`config.mk`:
```
export PLATFORM = sky130hd
export DESIGN_NAME = stage_reg
export DESIGN_NICKNAME = d
export VERILOG_FILES = /design/src/verilog/stage_reg.sv
export SDC_FILE = /design/constraint.sdc
export NUM_CORES = 1
export LEC_CHECK = 0
export BUFFER_PORTS_ARGS = -buffer_cell sky130_fd_sc_hd__buf_4
export CORE_AREA = 4 4 61 63
export DETAILED_ROUTE_END_ITERATION = 10
export DIE_AREA = 0 0 65 67
export PLACE_DENSITY_LB_ADDON = 0.1
export SKIP_CTS_REPAIR_TIMING = 1
export SLEW_MARGIN = 15
export SYNTH_ARGS = -nofsm -noshare
export SYNTH_HDL_FRONTEND = slang
export SYNTH_SLANG_ARGS = --single-unit
```
`constraint.sdc`:
```
create_clock -name clk -period 1.23 [get_ports clk]
set_input_delay 0.1845 -clock clk [delete_from_list [all_inputs] [get_ports clk]]
set_output_delay 0.1845 -clock clk [all_outputs]
set_load 0.005 [all_outputs]
```
`src/verilog/stage_reg.sv`:
```
module stage_reg #(
    parameter type payload_t = logic [31:0]
) (
    input  logic     clk,
    input  logic     arst_n,
    input  logic     stall,
    input  logic     flush,
    input  logic     in_valid,
    input  payload_t in_payload,
    output logic     out_valid,
    output payload_t out_payload
);

    always_ff @(posedge clk or negedge arst_n) begin
        if (!arst_n)
            out_valid <= 1'b0;
        else if (flush)
            out_valid <= 1'b0;      // Flush wins over stall
        else if (!stall)
            out_valid <= in_valid;
    end

    always_ff @(posedge clk) begin
        if (!stall)
            out_payload <= in_payload;
    end

endmodule

```
; Yosys cells after proc, flatten, opt, wreduce, memory -nomap -nowiden
; Cells that the tools add are included.
; Widths: inputs -> output; s select.
[totals]
ff_bits = 33
latch_bits = 0
ramBits = 0
mem_bits_ro = 0
input_bits = 37
output_inout_bits = 33
wordCells = 5
n_memories = 0
[classes]
add_sub_neg = 0
mul = 0
div_mod_pow = 0
order_cmp = 0
eq_ne = 1
n_shift = 0
muxes = 2
n_bitwise = 0
reduce_logical = 0
[ops]
columns = op, count
row1 = $mux 1, 2
row2 = $ne 2x1->1 const B, 1

; Longest topological paths before layout
[logic_depth]
depth_word = 2
mapped_depth = 2
depth_no_buf = 2

; Least setup slack after synthesis
; OpenSTA, ideal clock, no wires.
[synth_path]
path_kind = input to register
startpoint = input port stall
endpoint = register out_payload[0] (netlist name) (enable)
arrival_time_ps = 812
t_required_ps = 843
slack_ps = 31
stages = 1
path_buffers = 0
cell_sequence = inv_1
[synth_lines]
columns = item, line
row1 = "start, declared", 6  ; input logic stall,
row2 = "end signal, assigned", 25  ; out_payload <= in_payload;
row3 = "end, declared", 11  ; output payload_t out_payload
; No word-level cell between the ends.

; Worst setup path after layout
[layout_path]
startpoint = register out_payload[21] (netlist name)
endpoint = output port out_payload[21] (netlist name)
; No word-level cell between the ends.

==> reports/results.txt <==
Synth area leader -> edfxtp_1
CTS max path bufs -> 2
Max FO, Critical Path -> 1
First-pass detailed-route iteration total -> 2
Worst setup EP type -> output pin
Slew margin rel. -> 0.910
Root Driver -> clkbuf_4
Peak supply drop -> 0.628 mV
Clock latency on the worst-skew pair -> 0.32 ns
GRT busiest layer -> met2
Critical path data required time -> 1.05 ns
Ys flop type -> edfxtp_1
Core Footprint -> 0.00323 mm2
Detailed Route WL -> 2120 um
Hold path start -> in_payload[0]
Max cap viols -> 0
Worst Skew -> 0 ns
Input/output buffers -> 69
TritonCTS clock tree -> done
Synth cell types -> 5
Most frequent cell after synthesis -> edfxtp_1
CTS Sinks -> 33
Actual slew at the worst max-slew pin -> 0.132 ns
Bufs and invs on worst path -> 1
Met2 global-route usage -> 0.157
Met1 Track Usage GR -> 0.0979
Hold_ws -> 0.0378 ns
Largest net degree at the start of global routing -> 33
WP data arrival -> 0.85 ns
GRT overflow -> 0
Vias/cell -> 3.87
WL/cell -> 12.1 um
Gr usage total -> 0.0947
Setup TNS -> 0 ns
Fmax -> 967 MHz
Crit path max-delay family -> flip-flops
Number of global-route vias before repair -> 599
Post-route ant nets -> 0
Fin nets -> 165
Post-synth EDFFs -> 32
R2r startpoint -> out_valid
Die area -> 0.00436 mm2
Worst min path class -> primary input to register
Wire length of the first global-routing pass -> 2900 um
1st-iter DRT viols -> 22
Antenna cell count -> 0
Startpoint types -> register
Syn Nets -> 73
CP max-delay cell -> edfxtp_1
Leak -> 0.776 nW
Syn Inst Count -> 36
Kind of critical path -> register to output pin
Top Ports -> 70
Final hold vios -> 0
Initial Utilization -> 0.310
Post-synthesis sequential area ratio -> 0.983
# setup viols final -> 0
Cts bufs inserted -> 5
Status -> finished clean
Max Slew Vio Count -> 0
Row cnt -> 21
Vias -> 677
Synth-to-Final Area Change -> 80.2%
Final HPWL DP -> 1530 um
Syn Area/Cell -> 27.9 um2
Worst-path cell chain -> buf_4
RSZ-0062 raised after global routing -> no
Post-Syn Area -> 0.00100 mm2
Ranking of synthesized cells by area -> edfxtp_1 (96%), dfrtp_1 (2.5%), mux2i_1 (1.0%)
PwrDens -> 1240 mW/mm2
Chip width -> 65 um
Async S/R FF share, synth -> 0.0303
Crit share post-route -> 0.841
Clk slew on worst S/H paths -> 0.09 ns
H-tree levels -> 2
Max stage delay on crit path -> 0.38 ns
Top cell type's share of synthesized area -> 0.958
Layout cells sized above 1 -> 0.589
Die height -> 67 um
DRC -> 0
Tmin final -> 1.03 ns
GPL Wtd Cong -> 0.669
Fillers -> 287
Most frequent cells after synthesis -> edfxtp_1 (32), dfrtp_1 (1), inv_1 (1), mux2i_1 (1), nor2_1 (1)
Met3 Use GR -> 0.0590
Synth Register Bits -> 33
Synth warnings -> 0
CP startpoint -> out_payload[21]
Initial antenna violation count -> 0
==> worst paths after layout <==
path / cells after the start / end / slack, ns
setup / recovery: 1 / out_payload[21] / 0.20
hold / removal: 1 / out_payload[0] / 0.04
setup reg to reg: 2 / out_valid / 0.54
hold reg to reg: 2 / out_valid / 0.55
max in group asynchronous: 2 / out_valid / 0.97
min in group asynchronous: 2 / out_valid / 0.18
==> state kept, by name, summed over array words and instances (netlist names) <==
signal / cells
out_payload: 32
out_valid: 1
==> cells in the final DEF (no fill, tap or decap), drive strengths merged <==
master,Yosys,routed
dlygate4sd3,0,15
dfrtp,1,1
inv,1,1
nor2,1,1
clkbuf,0,8
buf,0,70
edfxtp,32,32
mux2i,1,1
==> cell type report <==
cell class / instances / area [um2] / share of cell area
Timing Repair Buffer: 85 / 688 / 0.381
Inverter: 1 / 3.75 / 0.00208
Tap cell: 46 / 57.6 / 0.0318
Sequential cell: 33 / 986 / 0.545
Clock buffer: 8 / 58.8 / 0.0325
Multi-Input combinational cell: 2 / 13.8 / 0.00761
==> where the power goes <==
part	switching [W]	total [W]	internal (W)
Sequential	0.0000230	0.00135	0.00133
Clock	0.000315	0.000597	0.000282
Combinational	0.0000871	0.000293	0.000206
Total	0.000425	0.00224	0.00182
==> cell families after synthesis <==
| group | synth area share |
|---|---|
| DFF | 0.983 |
| muxes | 0.00998 |
| and+or+nand+nor | 0.00374 |
| buffers and inverters | 0.00374 |
==> per-stage QoR <==
step	setup WS, ns	cell area, um2	util	cells	power, W
floorplan	0.0311	1000	-	36	0.00141
global placement	0.325	1600	0.495	152	0.00164
detailed placement	0.314	1600	0.495	152	0.00164
CTS	0.161	1660	0.513	160	0.00224
global route	0.122	1810	0.559	175	0.00237
finish	0.195	1810	0.559	175	0.00224
==> routing by layer <==
layer	routed length, um	vias to the layer above
li1	-	325
met1	688	307
met2	1200	43
met3	231	2
met4	8	0
met5	0	-
No activity file was read; power rests on OpenSTA's default activity.
