<file path="config.mk">
export PLATFORM = sky130hd
export DESIGN_NAME = hazard_unit
export DESIGN_NICKNAME = d
export VERILOG_FILES = /design/src/verilog/riscv_pkg.sv /design/src/verilog/hazard_unit.sv
export SDC_FILE = /design/constraint.sdc
export NUM_CORES = 1
export LEC_CHECK = 0
export BUFFER_PORTS_ARGS = -buffer_cell sky130_fd_sc_hd__buf_2
export CORE_AREA = 2 2 39 41
export DETAILED_ROUTE_END_ITERATION = 10
export DIE_AREA = 0 0 41 43
export PLACE_DENSITY_LB_ADDON = 0.12
export SYNTH_ARGS = -nofsm -noshare
export SYNTH_HDL_FRONTEND = slang
export SYNTH_SLANG_ARGS = --single-unit
</file>
<file path="constraint.sdc">
create_clock -name vclk -period 1.3
set_clock_uncertainty 0.05 [all_clocks]
set_input_delay 0.065 -clock vclk [all_inputs]
set_output_delay 0.065 -clock vclk [all_outputs]
set_load 0.02 [all_outputs]
</file>
<file path="src/verilog/riscv_pkg.sv">
package riscv_pkg;

    localparam int xlen = 32;

    typedef enum logic [3:0] {
        alu_add,
        alu_sub,
        alu_and,
        alu_or,
        alu_xor,
        alu_slt,
        alu_sll,
        alu_srl,
        alu_pass_b              // lui
    } alu_op_e;

    typedef enum logic [1:0] {
        fwd_reg,
        fwd_mem,
        fwd_wb
    } fwd_sel_e;

    typedef struct packed {
        logic    reg_write;
        logic    mem_read;
        logic    mem_write;
        logic    mem_to_reg;
        logic    alu_src_imm;
        logic    branch;
        logic    branch_ne;     // bne when set, beq otherwise
        logic    jump;
        alu_op_e alu_op;
    } ctrl_t;

    typedef struct packed {
        logic [xlen-1:0] pc;
        logic [31:0]     instr;
    } if_id_t;

    typedef struct packed {
        logic [xlen-1:0] pc;
        logic [xlen-1:0] rs1_data;
        logic [xlen-1:0] rs2_data;
        logic [xlen-1:0] imm;
        logic [4:0]      rs1;
        logic [4:0]      rs2;
        logic [4:0]      rd;
        ctrl_t           ctrl;
    } id_ex_t;

    typedef struct packed {
        logic [xlen-1:0] pc;
        logic [xlen-1:0] alu_result;
        logic [xlen-1:0] store_data;
        logic [xlen-1:0] branch_target;
        logic            take_branch;
        logic [4:0]      rd;
        ctrl_t           ctrl;
    } ex_mem_t;

    typedef struct packed {
        logic [xlen-1:0] pc;
        logic [xlen-1:0] alu_result;
        logic [xlen-1:0] load_data;
        logic [4:0]      rd;
        ctrl_t           ctrl;
    } mem_wb_t;

    typedef struct packed {
        logic [xlen-1:0] pc;
        logic            reg_write;  // Low for writes to x0
        logic [4:0]      rd;
        logic [xlen-1:0] data;
    } commit_t;

endpackage

</file>
<file path="src/verilog/hazard_unit.sv">
module hazard_unit (
    input  logic [4:0]          id_rs1,
    input  logic [4:0]          id_rs2,
    input  logic                ex_valid,
    input  logic [4:0]          ex_rd,
    input  logic                ex_mem_read,
    input  logic [4:0]          ex_rs1,
    input  logic [4:0]          ex_rs2,
    input  logic                mem_valid,
    input  logic [4:0]          mem_rd,
    input  logic                mem_reg_write,
    input  logic                wb_valid,
    input  logic [4:0]          wb_rd,
    input  logic                wb_reg_write,
    output logic                stall,
    output riscv_pkg::fwd_sel_e fwd_a,
    output riscv_pkg::fwd_sel_e fwd_b
);

    logic mem_ok, wb_ok;

    // Load in EX feeding the instruction in ID
    assign stall = ex_valid && ex_mem_read && (ex_rd != 5'd0) &&
                   (ex_rd == id_rs1 || ex_rd == id_rs2);

    assign mem_ok = mem_valid && mem_reg_write && (mem_rd != 5'd0);
    assign wb_ok  = wb_valid && wb_reg_write && (wb_rd != 5'd0);

    always_comb begin
        fwd_a = riscv_pkg::fwd_reg;
        fwd_b = riscv_pkg::fwd_reg;
        if (mem_ok && mem_rd == ex_rs1)
            fwd_a = riscv_pkg::fwd_mem;     // Youngest result first
        else if (wb_ok && wb_rd == ex_rs1)
            fwd_a = riscv_pkg::fwd_wb;
        if (mem_ok && mem_rd == ex_rs2)
            fwd_b = riscv_pkg::fwd_mem;
        else if (wb_ok && wb_rd == ex_rs2)
            fwd_b = riscv_pkg::fwd_wb;
    end

endmodule

</file>
== Word-level counts from Yosys, hierarchy flattened ==
Index checks and enable logic that the tools add are counted.
Storage, ports and cells
  bits in registers: 0
  latch bits: 0
  RAM bits: 0
  ROM bits: 0
  input port bits: 41
  output and inout port bits: 5
  word-level logic and storage cells: 25
  memories kept: 0
Cells by class
  add/subtract/negate cells: 0
  multiply operators: 0
  div/mod/pow operators: 0
  magnitude comparators: 0
  equal/unequal tests: 6
  shifts and indexed selects: 0
  multiplexer cells: 4
  bitwise gates (word level): 0
  reductions and logical operators: 15
Operator list (number)
  5-bit equality test: 6
  5-bit nonzero test: 3
  1-bit logical AND: 11
  2-bit 2-to-1 mux: 4
  1-bit logical OR: 1

== Depth between registers and ports, before layout ==
Gate-level depths: netlist of the first run.
  depth in word-level cells: 5
  mapped depth: 4
  gate-level depth less buffers: 4

== Worst setup path before layout of the first run ==
Ideal clock, no wire load.
  path kind: input -> output
  start point: in mem_rd[3]
  end point: out fwd_a[1]
  arrival: 1448 ps
  required time: 1185 ps
  setup slack: -263 ps
  stages on the path: 4
  path buffers: 0
  path through: or4_1 -> o211ai_2 -> nor4_1 -> nor4_2
On the way
  longest elaborated chain between the ends: 4
  elaborated cells on any way between the ends: 5
  classes of those cells: eq/ne (1); mux (1); reduce/logical (3)
Ends and longest elaborated chain
  from (decl): RTL line hazard_unit.sv:10  | input logic [4:0] mem_rd,
  5-bit nonzero test: RTL line hazard_unit.sv:26  | assign mem_ok = mem_valid && mem_reg_write && (mem_rd != 5'd0);
  1-bit logical AND: RTL line hazard_unit.sv:26
  1-bit logical AND (*): RTL line hazard_unit.sv:32  | if (mem_ok && mem_rd == ex_rs1)
  2-bit 2-to-1 mux (*): RTL line hazard_unit.sv:32
  to (decl): RTL line hazard_unit.sv:16  | output riscv_pkg::fwd_sel_e fwd_a,
Mark *: on every way between the ends. The rest lies on a longest branch, timed or not.

== Final worst setup path of the first run ==
  start point: in ex_rs1[2]
  end point: out fwd_a[1]
On the way
  longest elaborated chain between the ends: 4
  elaborated cells on any way between the ends: 6
  classes of those cells: eq/ne (2); mux (2); reduce/logical (2)
Ends and longest elaborated chain
  from (decl): RTL line hazard_unit.sv:7  | input logic [4:0] ex_rs1,
  5-bit equality test: RTL line hazard_unit.sv:34  | else if (wb_ok && wb_rd == ex_rs1)
  1-bit logical AND: RTL line hazard_unit.sv:34
  2-bit 2-to-1 mux: RTL line hazard_unit.sv:34
  2-bit 2-to-1 mux (*): RTL line hazard_unit.sv:32
Marked as above.

==> qor.csv, run 1 <==
metric,value,unit
start_kind,input pin,
post_synth_main_area_contributors,"xor2_1 (44%), xnor2_1 (22%), or4_1 (9.4%)",
hold_ws,0.4435,ns
global_route_wire_length_before_repair,1952,um
postLayoutCoreUtil,59.22,%
path_cells,buf_2 -> xor2_1 -> or4_4 -> nor4_4 -> buf_4,
setup.worst_path.class,input pin to output port,
data_arrival_time_of_the_critical_path,1.33,ns
num_io_pins,46,
rsz0062_at_grt,true,
avgViaCountPerCell,4.724,
via_count,581,
dpl-instance-area,778.2,um2
routed_wl,1241,um
place.detailed.instances,123,
post-place-ws,-0.1552,ns
antenna_left,0,
synth_top_cells_by_count,"xor2_1 (20), xnor2_1 (10), or4_1 (5), nand3_1 (4)",
cp_max_fo,2,
synthesis.nets,90,
average_cell_area_after_synthesis,8.171,um2
drc_marker_count_from_the_first_detailed_route_iteration,0,
cap_violations,0,
hpwl,1148,um
finalNonFillerCells,123,
hold_violations,0,
start_util,28.93,%
grt_use_met1,15.82,%
critical_path_destination,fwd_a[1],
place.port_buffers,46,
post-route-period-util,110.9,%
drt-pass1-iter-count,1,
leak_pwr,0.3850,nW
transition_at_the_pin_with_the_smallest_max_transition_slack,0.3711,ns
critPathRequiredTime,1.19,ns
drive_above_1_share,61.68,%
min_path_type,input pin to output port,
cts_setup_buffers,0,
failed_checks,setup timing,
area_growth_syn_to_layout,104.7,%
setup_total_negative_slack,-0.2701,ns
power-per-cell-area,291.0,mW/mm2
timing.critical_path.from,ex_rs1[2],
final_critical_path_required_period,1.442,ns
final_stage_net_count,150,
met2_use_gr,30.00,%
groute.usage.overall,14.69,%
antenna_found_initial,0,
yosysTopAreaCellShare,43.75,%
global_route.usage.met3,0.5236,%
first_global_vias,563,
route.detailed.wl_per_inst,10.09,um
synth.lib_cells_used.distinct,10,
post_synth_inst_count,49,
postLayoutSetupSlackWorst,-0.1421,ns
setup_violations,2,
slowest_stage,or4_4,
irDropWorstVdd,122.7,uV
final-max-slew-violation-count,0,
die_x,41,um
fp-row-count,14,
core,0.001384,mm2
critical_path.endpoint_type,output port,
outcome,"finished, violations left",
seq_cells,0,
clock.fmax,0.6934,GHz
die_height,43,um
slew_headroom,75.06,%
final-seq-area,0,um2
top_usage_layer,met2,
number_of_clock_tree_buffers_in_the_layout,0,
cp_slowest_stage_delay,0.54,ns
grt-ovfl-total,0,
synthesis.area,400.4,um2
seq_area_frac_synth,0,%
min_from,ex_valid,
place_congestion,0.6498,
report.power.total,0.2385,mW
final_area,819.5,um2
die_area,0.001763,mm2
ys_warn_count,0,
yosys.cell_count.top_type,xor2_1,
grt_start_max_net_pins,4,
antennaDiodeCount,0,
drc_violations,0,
synth_area_leader_cell,xor2_1,
==> placed cells by master (no fill, tap or decap), drive strengths merged <==
| cell | Yosys | final |
|---|---|---|
| nor3 | 2 | 2 |
| xnor2 | 10 | 10 |
| o211ai | 3 | 3 |
| a21oi | 1 | 1 |
| nand3 | 4 | 4 |
| buf | 0 | 58 |
| or4 | 5 | 5 |
| nor4 | 4 | 4 |
| xor2 | 20 | 20 |
==> cell families (layout without fill, tap and decap cells) <==
family | Yosys count | count (layout) | synth area share [%]
AO/OA/AOI/OAI | 4 | 4 | 8.122
XOR/XNOR | 30 | 30 | 65.62
AND/OR/NAND/NOR | 15 | 15 | 26.25
buffers and inverters | 0 | 58 | 0
==> power by group <==
| group | leakage, nW | total [mW] | switching (mW) | internal [mW] |
|---|---|---|---|---|
| registers | 0 | 0 | 0 | 0 |
| clock network | 0 | 0 | 0 | 0 |
| logic | 0.385 | 0.238 | 0.106 | 0.132 |
| total | 0.385 | 0.238 | 0.106 | 0.132 |
==> timing repair <==
action | CTS | global route
endpoints found under the setup margin | 4 | 4
resized for setup | 7 | 1
hold endpoints to repair | 0 | 0
hold buffers | 0 | 0
==> worst min path at each step <==
stage,slack [ns],endpoint,cells after the start
6_report,0.44,stall,4
5_1_grt,0.48,stall,4
4_1_cts,0.45,stall,4
3_5_place_dp,0.45,stall,4
3_3_place_gp,0.43,stall,4
2_1_floorplan,0.23,fwd_a[0],2
==> routing by layer <==
metal  vias to the layer above  wire length [um]
met4                         0                 0
met2                        26               710
met3                         0                96
met1                       261               434
met5                         -                 0
li1                        294                 -
==> critical path: cells and delay by family <==
family        cells  cell delay [ns]
simple gates      2             0.81
buf+inv           2             0.30
xor+xnor          1             0.15
==> final cells by class <==
cell class | instances | area [um2]
fill | 135 | 564.3
multi-input combinational | 49 | 459.2
timing repair buffer | 58 | 340.3
tap | 16 | 20.02
No activity file was read; power rests on OpenSTA's default activity.
==> run 2, diff against run 1 <==
Settings changed: CAP_MARGIN set to 25, CORE_AREA 2 2 39 41 to 8 8 45 47, DIE_AREA 0 0 41 43 to 0 0 53 55.
==> run 2 against run 1 <==
  * The run still ends with setup timing left
  * First-iteration DRC count unchanged
  * Combinational power is 3% higher
  * Count of clock-buffer cells in the layout unchanged
  * Die area is 65% higher
  * Worst hold slack worse by 0.0029 ns
==> qor.csv, run 2 (synthesis gave the netlist of run 1 again) <==
metric,value,unit,change
outcome,"finished, violations left",,
failed_checks,setup timing,,
drt-pass1-iter-count,1,,unchanged
hpwl,1507,um,+31%
start_kind,input pin,,
routed_wl,1613,um,+30%
route.detailed.wl_per_inst,13.22,um,+31%
num_io_pins,46,,unchanged
count_of_cells_along_the_worst_hold_path,4,,unchanged
area_occupied_by_multi_input_gates,462.9,um2,+0.82%
fp-row-count,14,,unchanged
drc_marker_count_from_the_first_detailed_route_iteration,0,,unchanged
postCtsHoldBufs,0,,unchanged
start_util,28.93,%,unchanged
die_x,53,um,+29%
report.power.total,0.2443,mW,+2.5%
via_count,568,,-2.2%
die_area,0.002915,mm2,+65%
irDropWorstVdd,142.0,uV,+16%
area_growth_syn_to_layout,106.6,%,
cts_setup_buffers,0,,unchanged
transition_at_the_pin_with_the_smallest_max_transition_slack,0.3759,ns,+0.004803 ns
place_congestion,0.9160,,+41%
final_stage_net_count,149,,-0.67%
seq_cells,0,,unchanged
postLayoutCoreUtil,59.76,%,+0.54 points
critical_path.endpoint_type,output port,,
final_critical_path_required_period,1.455,ns,+0.01255 ns
final-seq-area,0,um2,unchanged
global_route_wire_length_before_repair,2546,um,+30%
leak_pwr,0.3856,nW,+0.16%
antennaDiodeCount,0,,unchanged
first_global_vias,635,,+13%
grt-ovfl-total,0,,unchanged
die_height,55,um,+28%
core,0.001384,mm2,unchanged
timing.hold.worst_endpoint,stall,,
final_common_cell,buf_2,,
rsz0062_at_grt,true,,
postLayoutSetupSlackWorst,-0.1546,ns,-0.01255 ns
slew_headroom,74.73,%,-0.32 points
final-max-slew-violation-count,0,,unchanged
clock.fmax,0.6875,GHz,-0.86%
finalNonFillerCells,122,,-0.81%
drive_above_1_share,62.26,%,+0.58 points
cp_max_fo,2,,unchanged
number_of_clock_tree_buffers_in_the_layout,0,,unchanged
hold_violations,0,,unchanged
grt_start_max_net_pins,4,,unchanged
antenna_found_initial,0,,unchanged
fill_cells,132,,-2.2%
cap_violations,0,,unchanged
setup.worst_path.class,input pin to output port,,
data_arrival_time_of_the_critical_path,1.34,ns,about the same
power-per-cell-area,295.4,mW/mm2,+1.5%
drc_violations,0,,unchanged
avgViaCountPerCell,4.656,,-1.4%
place.detailed.instances,122,,-0.81%
layout_common_cells,"buf_2 (38), xor2_1 (20), buf_4 (16), xnor2_1 (10)",,
antenna_left,0,,unchanged
place.port_buffers,46,,unchanged
critPathRequiredTime,1.19,ns,about the same
groute.usage.overall,10.84,%,-3.8 points
post-route-period-util,111.9,%,+0.97 points
setup_violations,3,,+1
min_path_type,input pin to output port,,
post-place-ws,-0.1743,ns,-0.01911 ns
min_from,ex_valid,,
hold_ws,0.4405,ns,-0.002926 ns
-- run 2: changes by cell type in the layout (fill, tap and decap cells not counted), sizes merged --
cell / change
buf: -1
-- run 2: cell type report --
type,instances,area share (%)
repair buffers,57,41.60
multi-input cells,49,55.98
well taps,16,2.421
-- run 2: power breakdown --
| group | switching, mW | internal [mW] |
|---|---|---|
| sequential | 0 | 0 |
| combinational | 0.110 | 0.135 |
| clock | 0 | 0 |
-- run 2: critical path: stages --
cell,delay [ns]
buf_2,0.12
xor2_1,0.15
or4_4,0.54
nor4_4,0.28
buf_4,0.18
-- run 2: how the worst max path moves through the flow --
| stage | start | endpoint | slack, ns |
|---|---|---|---|
| after global routing | mem_rd[3] | fwd_a[1] | -0.20 |
| final | ex_rs1[4] | fwd_a[1] | -0.15 |
| after CTS | wb_rd[1] | fwd_a[1] | -0.16 |
| after floorplan | mem_rd[3] | fwd_a[1] | -0.009 |
| after global placement | mem_rd[3] | fwd_a[1] | -0.15 |
| after detailed placement | mem_rd[3] | fwd_b[1] | -0.17 |
-- run 2: routing by layer --
layer  vias to the layer above  share of wire (%)  wire length [um]  track usage (%)
met4                         0                  0                 0                0
met1                       245                 36               581            11.92
met5                         -                  0                 0                0
met3                         0                 13               208            4.278
met2                        29                 51               822            20.31
li1                        294                  -                 -                -
-- run 2: what timing repair did --
item                       CTS  global route
pin swaps                    0             2
setup endpoints to repair    4             4
gates resized for setup      7             7
-- run 2: per-stage QoR --
stage          TNS (ns)  instance area, um2
2_1_floorplan  -0.01801               437.9
3_3_place_gp    -0.2988               770.7
3_5_place_dp    -0.3849               770.7
4_1_cts         -0.3212               805.8
5_1_grt         -0.4025               827.0
6_report        -0.2874               827.0
