`config.mk`:
```
export PLATFORM = sky130hd
export DESIGN_NAME = execute_unit
export DESIGN_NICKNAME = d
export VERILOG_FILES = /design/src/verilog/riscv_pkg.sv /design/src/verilog/execute_unit.sv
export SDC_FILE = /design/constraint.sdc
export NUM_CORES = 1
export LEC_CHECK = 0
export BUFFER_PORTS_ARGS = -buffer_cell sky130_fd_sc_hd__buf_2
export CORE_MARGIN = 2
export CORE_UTILIZATION = 34
export DETAILED_ROUTE_END_ITERATION = 16
export PLACE_DENSITY = 0.52
export SETUP_SLACK_MARGIN = 0.15
export SLEW_MARGIN = 15
export SYNTH_ARGS = -nofsm -noshare
export SYNTH_HDL_FRONTEND = slang
export SYNTH_SLANG_ARGS = --single-unit
```
`constraint.sdc`:
```
create_clock -name vclk -period 8.8
set_input_delay 1.76 -clock vclk [all_inputs]
set_output_delay 1.76 -clock vclk [all_outputs]
set_load 0.02 [all_outputs]
```
`src/verilog/riscv_pkg.sv`:
```
package riscv_pkg;

    localparam int xlen = 32;

    typedef enum logic [3:0] {
        alu_add,
        alu_sub,
        alu_and,
        alu_or,
        alu_xor,
        alu_slt,
        alu_sll,
        alu_srl,
        alu_pass_b              // lui
    } alu_op_e;

    typedef enum logic [1:0] {
        fwd_reg,
        fwd_mem,
        fwd_wb
    } fwd_sel_e;

    typedef struct packed {
        logic    reg_write;
        logic    mem_read;
        logic    mem_write;
        logic    mem_to_reg;
        logic    alu_src_imm;
        logic    branch;
        logic    branch_ne;     // bne when set, beq otherwise
        logic    jump;
        alu_op_e alu_op;
    } ctrl_t;

    typedef struct packed {
        logic [xlen-1:0] pc;
        logic [31:0]     instr;
    } if_id_t;

    typedef struct packed {
        logic [xlen-1:0] pc;
        logic [xlen-1:0] rs1_data;
        logic [xlen-1:0] rs2_data;
        logic [xlen-1:0] imm;
        logic [4:0]      rs1;
        logic [4:0]      rs2;
        logic [4:0]      rd;
        ctrl_t           ctrl;
    } id_ex_t;

    typedef struct packed {
        logic [xlen-1:0] pc;
        logic [xlen-1:0] alu_result;
        logic [xlen-1:0] store_data;
        logic [xlen-1:0] branch_target;
        logic            take_branch;
        logic [4:0]      rd;
        ctrl_t           ctrl;
    } ex_mem_t;

    typedef struct packed {
        logic [xlen-1:0] pc;
        logic [xlen-1:0] alu_result;
        logic [xlen-1:0] load_data;
        logic [4:0]      rd;
        ctrl_t           ctrl;
    } mem_wb_t;

    typedef struct packed {
        logic [xlen-1:0] pc;
        logic            reg_write;  // Low for writes to x0
        logic [4:0]      rd;
        logic [xlen-1:0] data;
    } commit_t;

endpackage

```
`src/verilog/execute_unit.sv`:
```
module execute_unit (
    input  riscv_pkg::id_ex_t          in,
    input  riscv_pkg::fwd_sel_e        fwd_a,
    input  riscv_pkg::fwd_sel_e        fwd_b,
    input  logic [riscv_pkg::xlen-1:0] mem_fwd_data,
    input  logic [riscv_pkg::xlen-1:0] wb_fwd_data,
    output riscv_pkg::ex_mem_t         out
);

    logic [riscv_pkg::xlen-1:0] op_a, op_b;
    logic [riscv_pkg::xlen-1:0] alu_a, alu_b;
    logic [riscv_pkg::xlen-1:0] result;
    logic                       equal;

    always_comb begin
        case (fwd_a)
            riscv_pkg::fwd_mem: op_a = mem_fwd_data;
            riscv_pkg::fwd_wb:  op_a = wb_fwd_data;
            default:            op_a = in.rs1_data;
        endcase
        case (fwd_b)
            riscv_pkg::fwd_mem: op_b = mem_fwd_data;
            riscv_pkg::fwd_wb:  op_b = wb_fwd_data;
            default:            op_b = in.rs2_data;
        endcase
    end

    // jal computes its link as pc + 4 through the ALU
    assign alu_a = in.ctrl.jump ? in.pc : op_a;
    assign alu_b = in.ctrl.jump ? 32'd4 : (in.ctrl.alu_src_imm ? in.imm : op_b);

    always_comb begin
        case (in.ctrl.alu_op)
            riscv_pkg::alu_add:    result = alu_a + alu_b;
            riscv_pkg::alu_sub:    result = alu_a - alu_b;
            riscv_pkg::alu_and:    result = alu_a & alu_b;
            riscv_pkg::alu_or:     result = alu_a | alu_b;
            riscv_pkg::alu_xor:    result = alu_a ^ alu_b;
            riscv_pkg::alu_slt:    result = {31'b0, $signed(alu_a) < $signed(alu_b)};
            riscv_pkg::alu_sll:    result = alu_a << alu_b[4:0];
            riscv_pkg::alu_srl:    result = alu_a >> alu_b[4:0];
            riscv_pkg::alu_pass_b: result = alu_b;
            default:               result = '0;
        endcase
    end

    assign equal = (op_a == op_b);  // Branch compare uses the forwarded registers

    always_comb begin
        out.pc            = in.pc;
        out.alu_result    = result;
        out.store_data    = op_b;
        out.branch_target = in.pc + in.imm;
        out.take_branch   = in.ctrl.jump ||
                            (in.ctrl.branch && (in.ctrl.branch_ne ? !equal : equal));
        out.rd            = in.rd;
        out.ctrl          = in.ctrl;
    end

endmodule

```
**Word level (Yosys, flattened, before mapping)**

Index checks and enable logic that the tools add are counted.
W data, S select, Z words.

- Input bits: 223
- Output and inout bits: 146
- Latch bits: 0
- Memory bits (read-only): 0
- Register bits after elaboration: 0
- Word-level logic and storage cells: 33
- Memory bits (writable): 0
- Memories kept: 0

- Shift-type cells: 2
- Reduce and logical (&&, ||, !) cells: 4
- Bitwise operators: 3
- Div/mod/pow operators: 0
- Equal/unequal tests: 13
- Mux-type cells: 7
- $lt $le $gt $ge: 1
- Add/sub/neg operators: 3
- Multiply operators: 0

Operators with widths:

| cell | number |
|---|---|
| $pmux W32 S9 | 1 |
| $pmux W32 S2 | 2 |
| $mux W32 | 3 |
| $add A32 B32 Y32 | 2 |
| $and A32 B32 Y32 | 1 |
| $eq A32 B32 Y1 | 1 |
| $lt A32 B32 Y1 | 1 |
| $or A32 B32 Y32 | 1 |
| $shl A32 B5 Y32 | 1 |
| $shr A32 B5 Y32 | 1 |
| $sub A32 B32 Y32 | 1 |
| $xor A32 B32 Y32 | 1 |
| $eq A4 B3 Y1 const B | 4 |
| $eq A4 B2 Y1 const B | 2 |
| $eq A2 B1 Y1 const B | 2 |
| $eq A2 B2 Y1 const B | 2 |
| $eq A4 B1 Y1 const B | 1 |
| $eq A4 B4 Y1 const B | 1 |
| $logic_not A4 Y1 | 1 |
| $logic_and A1 B1 Y1 | 1 |
| $logic_not A1 Y1 | 1 |
| $logic_or A1 B1 Y1 | 1 |
| $mux W1 | 1 |

**Logic depth before layout (Yosys ltp)**

Gate-level depths: netlist of run 1.

- Word-level depth: 7
- Gate-level depth with buffers: 23

**Worst setup path before layout of run 1**

OpenSTA, ideal clock, no wires.

- Path kind: input to output
- Start point: input port fwd_b[0]
- End point: output port out[108] in the netlist's numbering
- Buffers on the path: 4
- Arrival time: 6.217 ns
- Stages: 21
- Path slack: 0.823 ns
- Cells stage by stage: inv_1 > ha_1 > buf_2 > a221oi_1 > o41ai_4 > buf_2 > buf_2 > buf_2 > ha_1 > inv_1 > fa_1 > nor2_1 > o311a_1 > o2111ai_1 > a21oi_1 > a221oi_2 > o21ai_1 > a31oi_1 > o41ai_1 > a221oi_1 > o221ai_1

RTL lines:

| what | RTL line | source |
|---|---|---|
| start: declaration | execute_unit.sv:4 | `input riscv_pkg::fwd_sel_e fwd_b,` |
| end: declaration | execute_unit.sv:7 | `output riscv_pkg::ex_mem_t out` |

==> run summary, run 1 <==
Placed Cells incl. Taps = 2758
Sequential element share of the synthesized area = 0
Setup violations, final = 0
CP Data Required Time = 7040 ps
Post-DP HPWL = 55200 um
Antenna-violating nets left = 0
Area of the mapped netlist = 0.0127 mm^2
Final hold slack = 3520 ps
Wire per inst = 24.5 um
Die width = 197 um
Cell count after synthesis = 2025
Leak pwr = 0.00724 uW
Iteration-0 DRC Markers = 1969
Total power density per cell area = 111 mW/mm^2
Tot GR Track Use = 0.330
Fin. Hold Viols = 0
TNS Setup = 0 ps
CP endpoint kind = output port
Commonest non-fill, non-tap cell in the layout = buf_2
Area of the multi-input gates = 0.0111 mm^2
Synth Warn # = 0
Pin count of the biggest net entering global routing = 66
Gr ovfl total = 0
Starting Density = 0.345
Commonest non-fill, non-tap cells in the layout = buf_2, nor2_1, a21oi_1, inv_1, nand2_1
Hold path cells = 0
Status = complete, no violations
Pins over their slew limit = 0
Area growth from synthesis to layout = 17.9%
Num sequential = 0
Synth Area per Inst = 6.26 um^2
Crit-path max FO = 6
Mapped Nets = 2383
DRT Pass-1 Iters = 6
# clk buffers = 0
Startpoint Class = input port
CP Class = input port to output port
Area after DPL = 0.0149 mm^2
Global-route wire length before repair = 98500 um
Total Wirelength = 67800 um
Die area = 0.0388 mm^2
Max-Cap Viols = 0
Initial antenna violation count = 6
Top cells by area, synth = ha_1, a21oi_1, nor2_1
Fin crit share = 0.963
Slew @ Worst Pin = 1080 ps
Post-CTS Setup Repair Bufs = 0
Die H = 197 um
Post-synth top area share = 0.130
Share of cells above drive strength 1 = 0.219
Worst vdd ir = 0.0000613 V
Via count = 17.1k
Post-DR vias/cell = 6.20
RSZ-0062 raised after global routing = true
Port bufs = 341
Non-filler instance count after layout = 2763
Min Clock Period, post-route = 8470 ps
F_max = 0.118 GHz
Synth area leader = ha_1
Library cells used by synthesis = 82
DRC viols = 0
Site Rows = 70
Rel. slew slack = 0.272
FF+latch area = 0 um^2
HP Class = input port to output port
Core area = 0.0367 mm^2
Final GP Congestion = 1.03
Crit path DAT = 6710 ps
Final Instance Area = 0.0150 mm^2
I/O pins = 369
Nets = 2650
Vias in the first global route = 15.8k
# fillers = 4037
## worst max-delay path, stage by stage
cell and delay [ps]:
buf_2 190, inv_1 70, ha_2 300, nor2b_2 180
a222oi_1 720, inv_1 190, fa_1 480, nor2_1 150
o311a_1 240, o2111ai_1 180, a21oi_1 270, a221oi_2 150
o21ai_1 470, a31oi_2 270, o41ai_2 320, a221oi_1 180
o221ai_1 320, buf_2 230
## synth_stat cells, types with 20 or more instances
| cell | count |
|---|---|
| nand3_1 | 20 |
| a221oi_1 | 32 |
| o211ai_1 | 30 |
| nor3_1 | 25 |
| nor2_1 | 268 |
| a22oi_1 | 80 |
| nand4_1 | 20 |
| a21oi_1 | 206 |
| o221ai_1 | 28 |
| buf_2 | 34 |
| a222oi_1 | 32 |
| clkbuf_1 | 81 |
| inv_1 | 197 |
| ha_1 | 132 |
| xnor2_1 | 58 |
| o21bai_1 | 20 |
| a21o_1 | 21 |
| buf_4 | 53 |
| mux2i_1 | 94 |
| nand2_1 | 159 |
| nand2b_1 | 21 |
| a211oi_1 | 28 |
| o21ai_0 | 140 |
## final timing paths
| check | start | endpoint |
|---|---|---|
| setup / recovery | fwd_a[0] | out[108] |
| hold / removal | in[12] | out[12] |
## cells by family after synthesis
kind of cell | count (synthesis) | share of synthesized area
compound gates | 755 | 0.404
xor+xnor | 62 | 0.0428
fa+ha+maj | 135 | 0.135
buf+inv | 386 | 0.134
mux | 99 | 0.0787
simple gates | 588 | 0.205
## layout make-up
cell class / instances / share of cell area
Antenna cell: 5 / 0.000837
Tap cell: 468 / 0.0392
Inverter: 200 / 0.0502
Timing Repair Buffer: 451 / 0.169
Multi-Input combinational cell: 1639 / 0.740
## power breakdown
group	internal (uW)	switching [uW]	total [uW]
Sequential	0	0	0
Combinational	565	1090	1650
Clock	0.0000761	0	0.0000761
## stage by stage
step,worst slack (ps),utilization,total power [uW]
after floorplan,823,-,1030
after global placement,274,0.406,1590
after detailed placement,226,0.406,1600
after CTS,228,0.406,1610
after global routing,134,0.407,1770
final,330,0.407,1650
## routing by layer
| layer | share of wire | wire (um) | up-vias | track usage |
|---|---|---|---|---|
| li1 | - | - | 7903 | - |
| met1 | 0.41 | 27900 | 8049 | 0.434 |
| met2 | 0.46 | 31100 | 989 | 0.555 |
| met3 | 0.086 | 5820 | 177 | 0.0386 |
| met4 | 0.044 | 2980 | 2 | 0.119 |
| met5 | 0.00021 | 14 | - | 0 |
## timing repair
| action | 4_1_cts | 5_1_grt |
|---|---|---|
| endpoints found under the hold margin | 0 | 0 |
| resized for setup | 0 | 9 |
| endpoints found under the setup margin | 0 | 8 |
| hold buffers | 0 | 0 |
Note: power is estimated with default switching activity, not from simulation.
==> inputs of run 2 (changes only) <==
--- a/config.mk
+++ b/config.mk
@@ -6,10 +6,12 @@
 export NUM_CORES = 1
 export LEC_CHECK = 0
 export BUFFER_PORTS_ARGS = -buffer_cell sky130_fd_sc_hd__buf_2
+export CORE_ASPECT_RATIO = 0.9
 export CORE_MARGIN = 2
 export CORE_UTILIZATION = 34
 export DETAILED_ROUTE_END_ITERATION = 16
 export PLACE_DENSITY = 0.52
+export REMOVE_ABC_BUFFERS = 1
 export SETUP_SLACK_MARGIN = 0.15
 export SLEW_MARGIN = 15
 export SYNTH_ARGS = -nofsm -noshare
==> run summary, run 2 (synthesis results as in run 1) <==
Nets = 2653 (+0.11%)
Final GP Congestion = 1.05 (+1.8%)
Die area = 0.0388 mm^2 (about the same)
Die H = 187 um (-5.0%)
Pin count of the biggest net entering global routing = 61 (-7.6%)
Fin crit share = 0.953 (-0.00995)
Tot GR Track Use = 0.321 (-0.00936)
Iteration-0 DRC Markers = 2004 (+1.8%)
Vias in the first global route = 15.9k (+0.49%)
Max-Cap Viols = 0 (unchanged)
Total power density per cell area = 110 mW/mm^2 (-0.57%)
Commonest non-fill, non-tap cell in the layout = buf_2
Area after DPL = 0.0149 mm^2 (+0.37%)
Resized cells post-CTS = 0 (unchanged)
Crit path DAT = 6620 ps (-90 ps)
HP Class = input port to output port
Commonest non-fill, non-tap cells in the layout = buf_2, nor2_1, a21oi_1, inv_1, nand2_1
Leak pwr = 0.00727 uW (+0.30%)
Via count = 16.9k (-1.2%)
Post-DR vias/cell = 6.09 (-1.7%)
Status = complete, no violations
DRC viols = 0 (unchanged)
DRT Pass-1 Iters = 8 (+2)
Core area = 0.0370 mm^2 (+0.74%)
Starting Density = 0.343 (-0.00254)
Worst vdd ir = 0.0000482 V (-21%)
Num sequential = 0 (unchanged)
Pins over their slew limit = 0 (unchanged)
Wire per inst = 23.8 um (-3.2%)
Crit-path max FO = 22 (+16)
F_max = 0.119 GHz (+1.0%)
Area growth from synthesis to layout = 18.2%
Antenna-violating nets left = 0 (unchanged)
I/O pins = 369 (unchanged)
FF+latch area = 0 um^2 (unchanged)
CP Class = input port to output port
Site Rows = 67 (-4.3%)
TNS Setup = 0 ps (unchanged)
Share of cells above drive strength 1 = 0.218 (-0.000722)
Fin. Hold Viols = 0 (unchanged)
Min Clock Period, post-route = 8380 ps (-87.6 ps)
RSZ-0062 raised after global routing = true
Initial antenna violation count = 3 (-3)
CP endpoint kind = output port
Total Wirelength = 66000 um (-2.7%)
CTS Hold Bufs = 0 (unchanged)
Gr ovfl total = 0 (unchanged)
Startpoint Class = input port
# clk buffers = 0 (unchanged)
Global-route wire length before repair = 98200 um (-0.24%)
Die width = 208 um (+5.3%)
Post-DP HPWL = 54400 um (-1.3%)
Post-CTS Setup Repair Bufs = 0 (unchanged)
CP Data Required Time = 7040 ps (about the same)
Design Power = 1650 uW (-0.39%)
Setup violations, final = 0 (unchanged)
Final Instance Area = 0.0150 mm^2 (+0.18%)
Rel. slew slack = 0.328 (+0.0565)
Slew @ Worst Pin = 1010 ps (-75.7 ps)
Port bufs = 341 (unchanged)
## run 2: routing by layer
layer,track usage,share of wire,wire (um)
met5,0,0.00038,25
met4,0.0920,0.033,2160
met3,0.0437,0.081,5350
met2,0.529,0.45,29900
met1,0.434,0.43,28500
## run 2: per-stage QoR
stage / utilization / instances / hold slack [ps] / setup slack [ps]
6_report: 0.405 / 2777 / 3520 / 417
5_1_grt: 0.405 / 2777 / 3520 / 109
4_1_cts: 0.404 / 2776 / 3520 / 284
3_5_place_dp: 0.404 / 2776 / 3520 / 300
3_3_place_gp: 0.404 / 2776 / 3520 / 322
2_1_floorplan: - / 1839 / 3520 / -2140
## run 2: final timing paths
check / from / end / slack, ps / depth (start not counted)
hold / removal: in[10] / out[10] / 3520 / 0
setup / recovery: fwd_a[0] / out[108] / 420 / 17
## run 2: where the power goes
group            leakage, uW  internal, uW  switching (uW)
clock network  0.00000000634     0.0000152               0
registers                  0             0               0
logic                0.00727           569            1080
## run 2: cell type report
cell class	instances	area (um^2)
fillers	4087	22000
multi-input cells	1639	11000
repair buffers	454	2580
inverters	200	751
well taps	483	604
diodes	1	2.50
## run 2: critical path: stages
cell and delay [ps]:
buf_2 110, inv_1 50, ha_2 290, nor2b_2 240, buf_4 250, a222oi_1 890, ha_1 470, a211oi_1 280
o21ai_0 150, a41oi_1 290, o21ba_2 150, o311ai_0 230, or3_1 460, a31oi_2 290, a221oi_1 150, o221ai_1 300
buf_2 230
==> inputs of run 3 (changes only) <==
==> constraint.sdc (replaced) <==
create_clock -name vclk -period 10.9
set_input_delay 2.18 -clock vclk [all_inputs]
set_output_delay 2.18 -clock vclk [all_outputs]
set_load 0.02 [all_outputs]
==> run summary, run 3 (synthesis results as in run 1) <==
Area after DPL = 0.0146 mm^2 (-2.5%)
Global-route wire length before repair = 95700 um (-2.6%)
Crit-path max FO = 21 (-4.5%)
Final Instance Area = 0.0146 mm^2 (-2.7%)
F_max = 0.102 GHz
GRT met1 Usage = 0.424 (-0.0102)
Resized cells post-CTS = 0 (unchanged)
Iteration-0 DRC Markers = 1855 (-7.4%)
CTS Hold Bufs = 0 (unchanged)
Starting Density = 0.343 (unchanged)
Die width = 208 um (unchanged)
Slowest cell on the critical path = ha_1
Pins over their slew limit = 0 (unchanged)
Wire per inst = 23.6 um (-0.75%)
# clk buffers = 0 (unchanged)
Clock share of power = 0 (unchanged)
Slew @ Worst Pin = 1090 ps (+81.7 ps)
Design Power = 1290 uW (-22%)
CP max stage delay = 760 ps (-130 ps)
Post-DP HPWL = 52800 um (-2.9%)
Layout Utilization = 0.394 (-0.0108)
Total Wirelength = 64300 um (-2.5%)
CP cell instances = buf_2, inv_1, ha_1, a221oi_1, o41ai_4, ha_1, inv_1, fa_1, a211oi_1, o31a_1, a21oi_1, nor2_1, o311ai_0, or3_1, a31oi_1, a221oi_1, o221ai_1, buf_2
Int Power = 431 uW (-24%)
Area of the multi-input gates = 0.0110 mm^2 (-0.18%)
Area growth from synthesis to layout = 15.0%
Setup violations, final = 0 (unchanged)
# fillers = 4126 (+0.95%)
Post-CTS Setup Repair Bufs = 0 (unchanged)
Vias in the first global route = 15.4k (-3.1%)
Comb pwr share = 1.000 (about the same)
GR Util met3 = 0.0395 (-0.00420)
I/O pins = 369 (unchanged)
Total power density per cell area = 88.3 mW/mm^2 (-20%)
Crit path DAT = 7610 ps (+990 ps)
Status = complete, no violations
Num sequential = 0 (unchanged)
CP endpoint kind = output port
Fin. Hold Viols = 0 (unchanged)
Antenna-violating nets left = 0 (unchanged)
Commonest non-fill, non-tap cell in the layout = buf_2
Final GP Congestion = 1.02 (-2.5%)
RSZ-0062 raised after global routing = false
Pin count of the biggest net entering global routing = 61 (unchanged)
Port bufs = 341 (unchanged)
Pre-CTS setup slack = 1240 ps (+939 ps)
Nets = 2606 (-1.8%)
DRT Pass-1 Iters = 7 (-1)
Die H = 187 um (unchanged)
Switch share = 0.665 (+0.00993)
Global routing met2 resource utilization = 0.523 (-0.00641)
Post-DR vias/cell = 6.02 (-1.2%)
Worst vdd ir = 0.0000523 V (+8.6%)
Min Clock Period, post-route = 9790 ps
Site Rows = 67 (unchanged)
Seq pwr share = 0 (unchanged)
Startpoint Class = input port
Final setup margin = 1110 ps (+691 ps)
Tot GR Track Use = 0.313 (-0.00801)
Final hold slack = 4360 ps (+840 ps)
P_sw = 856 uW (-21%)
Max-Cap Viols = 0 (unchanged)
Leak pwr = 0.00703 uW (-3.3%)
Via count = 16.4k (-2.9%)
Initial antenna violation count = 2 (-1)
Commonest non-fill, non-tap cells in the layout = buf_2, nor2_1, a21oi_1, inv_1, nand2_1
CP Data Required Time = 8720 ps (+1680 ps)
GR peak layer = met2
FF+latch area = 0 um^2 (unchanged)
Hold path cells = 0 (unchanged)
Core area = 0.0370 mm^2 (unchanged)
HP Class = input port to output port
CP Class = input port to output port
Die area = 0.0388 mm^2 (unchanged)
DRC viols = 0 (unchanged)
Share of cells above drive strength 1 = 0.200 (-0.0177)
Diodes inserted = 0 (-1)
Fin crit share = 0.898
Gr ovfl total = 0 (unchanged)
Rel. slew slack = 0.274 (-0.0544)
==> run 3: metal layers <==
metal	routed length, um	vias up
met3	4980	74
li1	-	7809
met5	0	-
met2	29400	761
met1	28100	7781
met4	1890	0
==> run 3: metrics by stage <==
| stage | setup TNS, ps | cells |
|---|---|---|
| after floorplan | -6070 | 1839 |
| after global placement | 0 | 2729 |
| after detailed placement | 0 | 2729 |
| after CTS | 0 | 2729 |
| after global routing | 0 | 2729 |
| final | 0 | 2729 |
==> run 3: final cells by class <==
cell class | count | area share
Inverter | 200 | 0.0515
Tap cell | 483 | 0.0415
Multi-Input combinational cell | 1639 | 0.756
Timing Repair Buffer | 407 | 0.151
==> run 3: power groups by stage <==
stage          sequential [uW]  clock, uW  combinational (uW)
3_5_place_dp                 0          0                1260
5_1_grt                      0          0                1380
6_report                     0          0                1290
3_3_place_gp                 0          0                1250
2_1_floorplan                0          0                 784
4_1_cts                      0          0                1260
==> run 3: worst paths after layout <==
kind	from	to	slack [ps]
worst max-delay path	fwd_b[1]	out[108]	1110
worst min-delay path	in[10]	out[10]	4360
==> run 3: worst max-delay path, delay by kind of cell <==
family / cells / cell delay [ps]
buffers and inverters: 4 / 440
AO/OA/AOI/OAI: 9 / 2680
adder cells (fa/ha/maj): 3 / 1470
AND/OR/NAND/NOR: 2 / 810
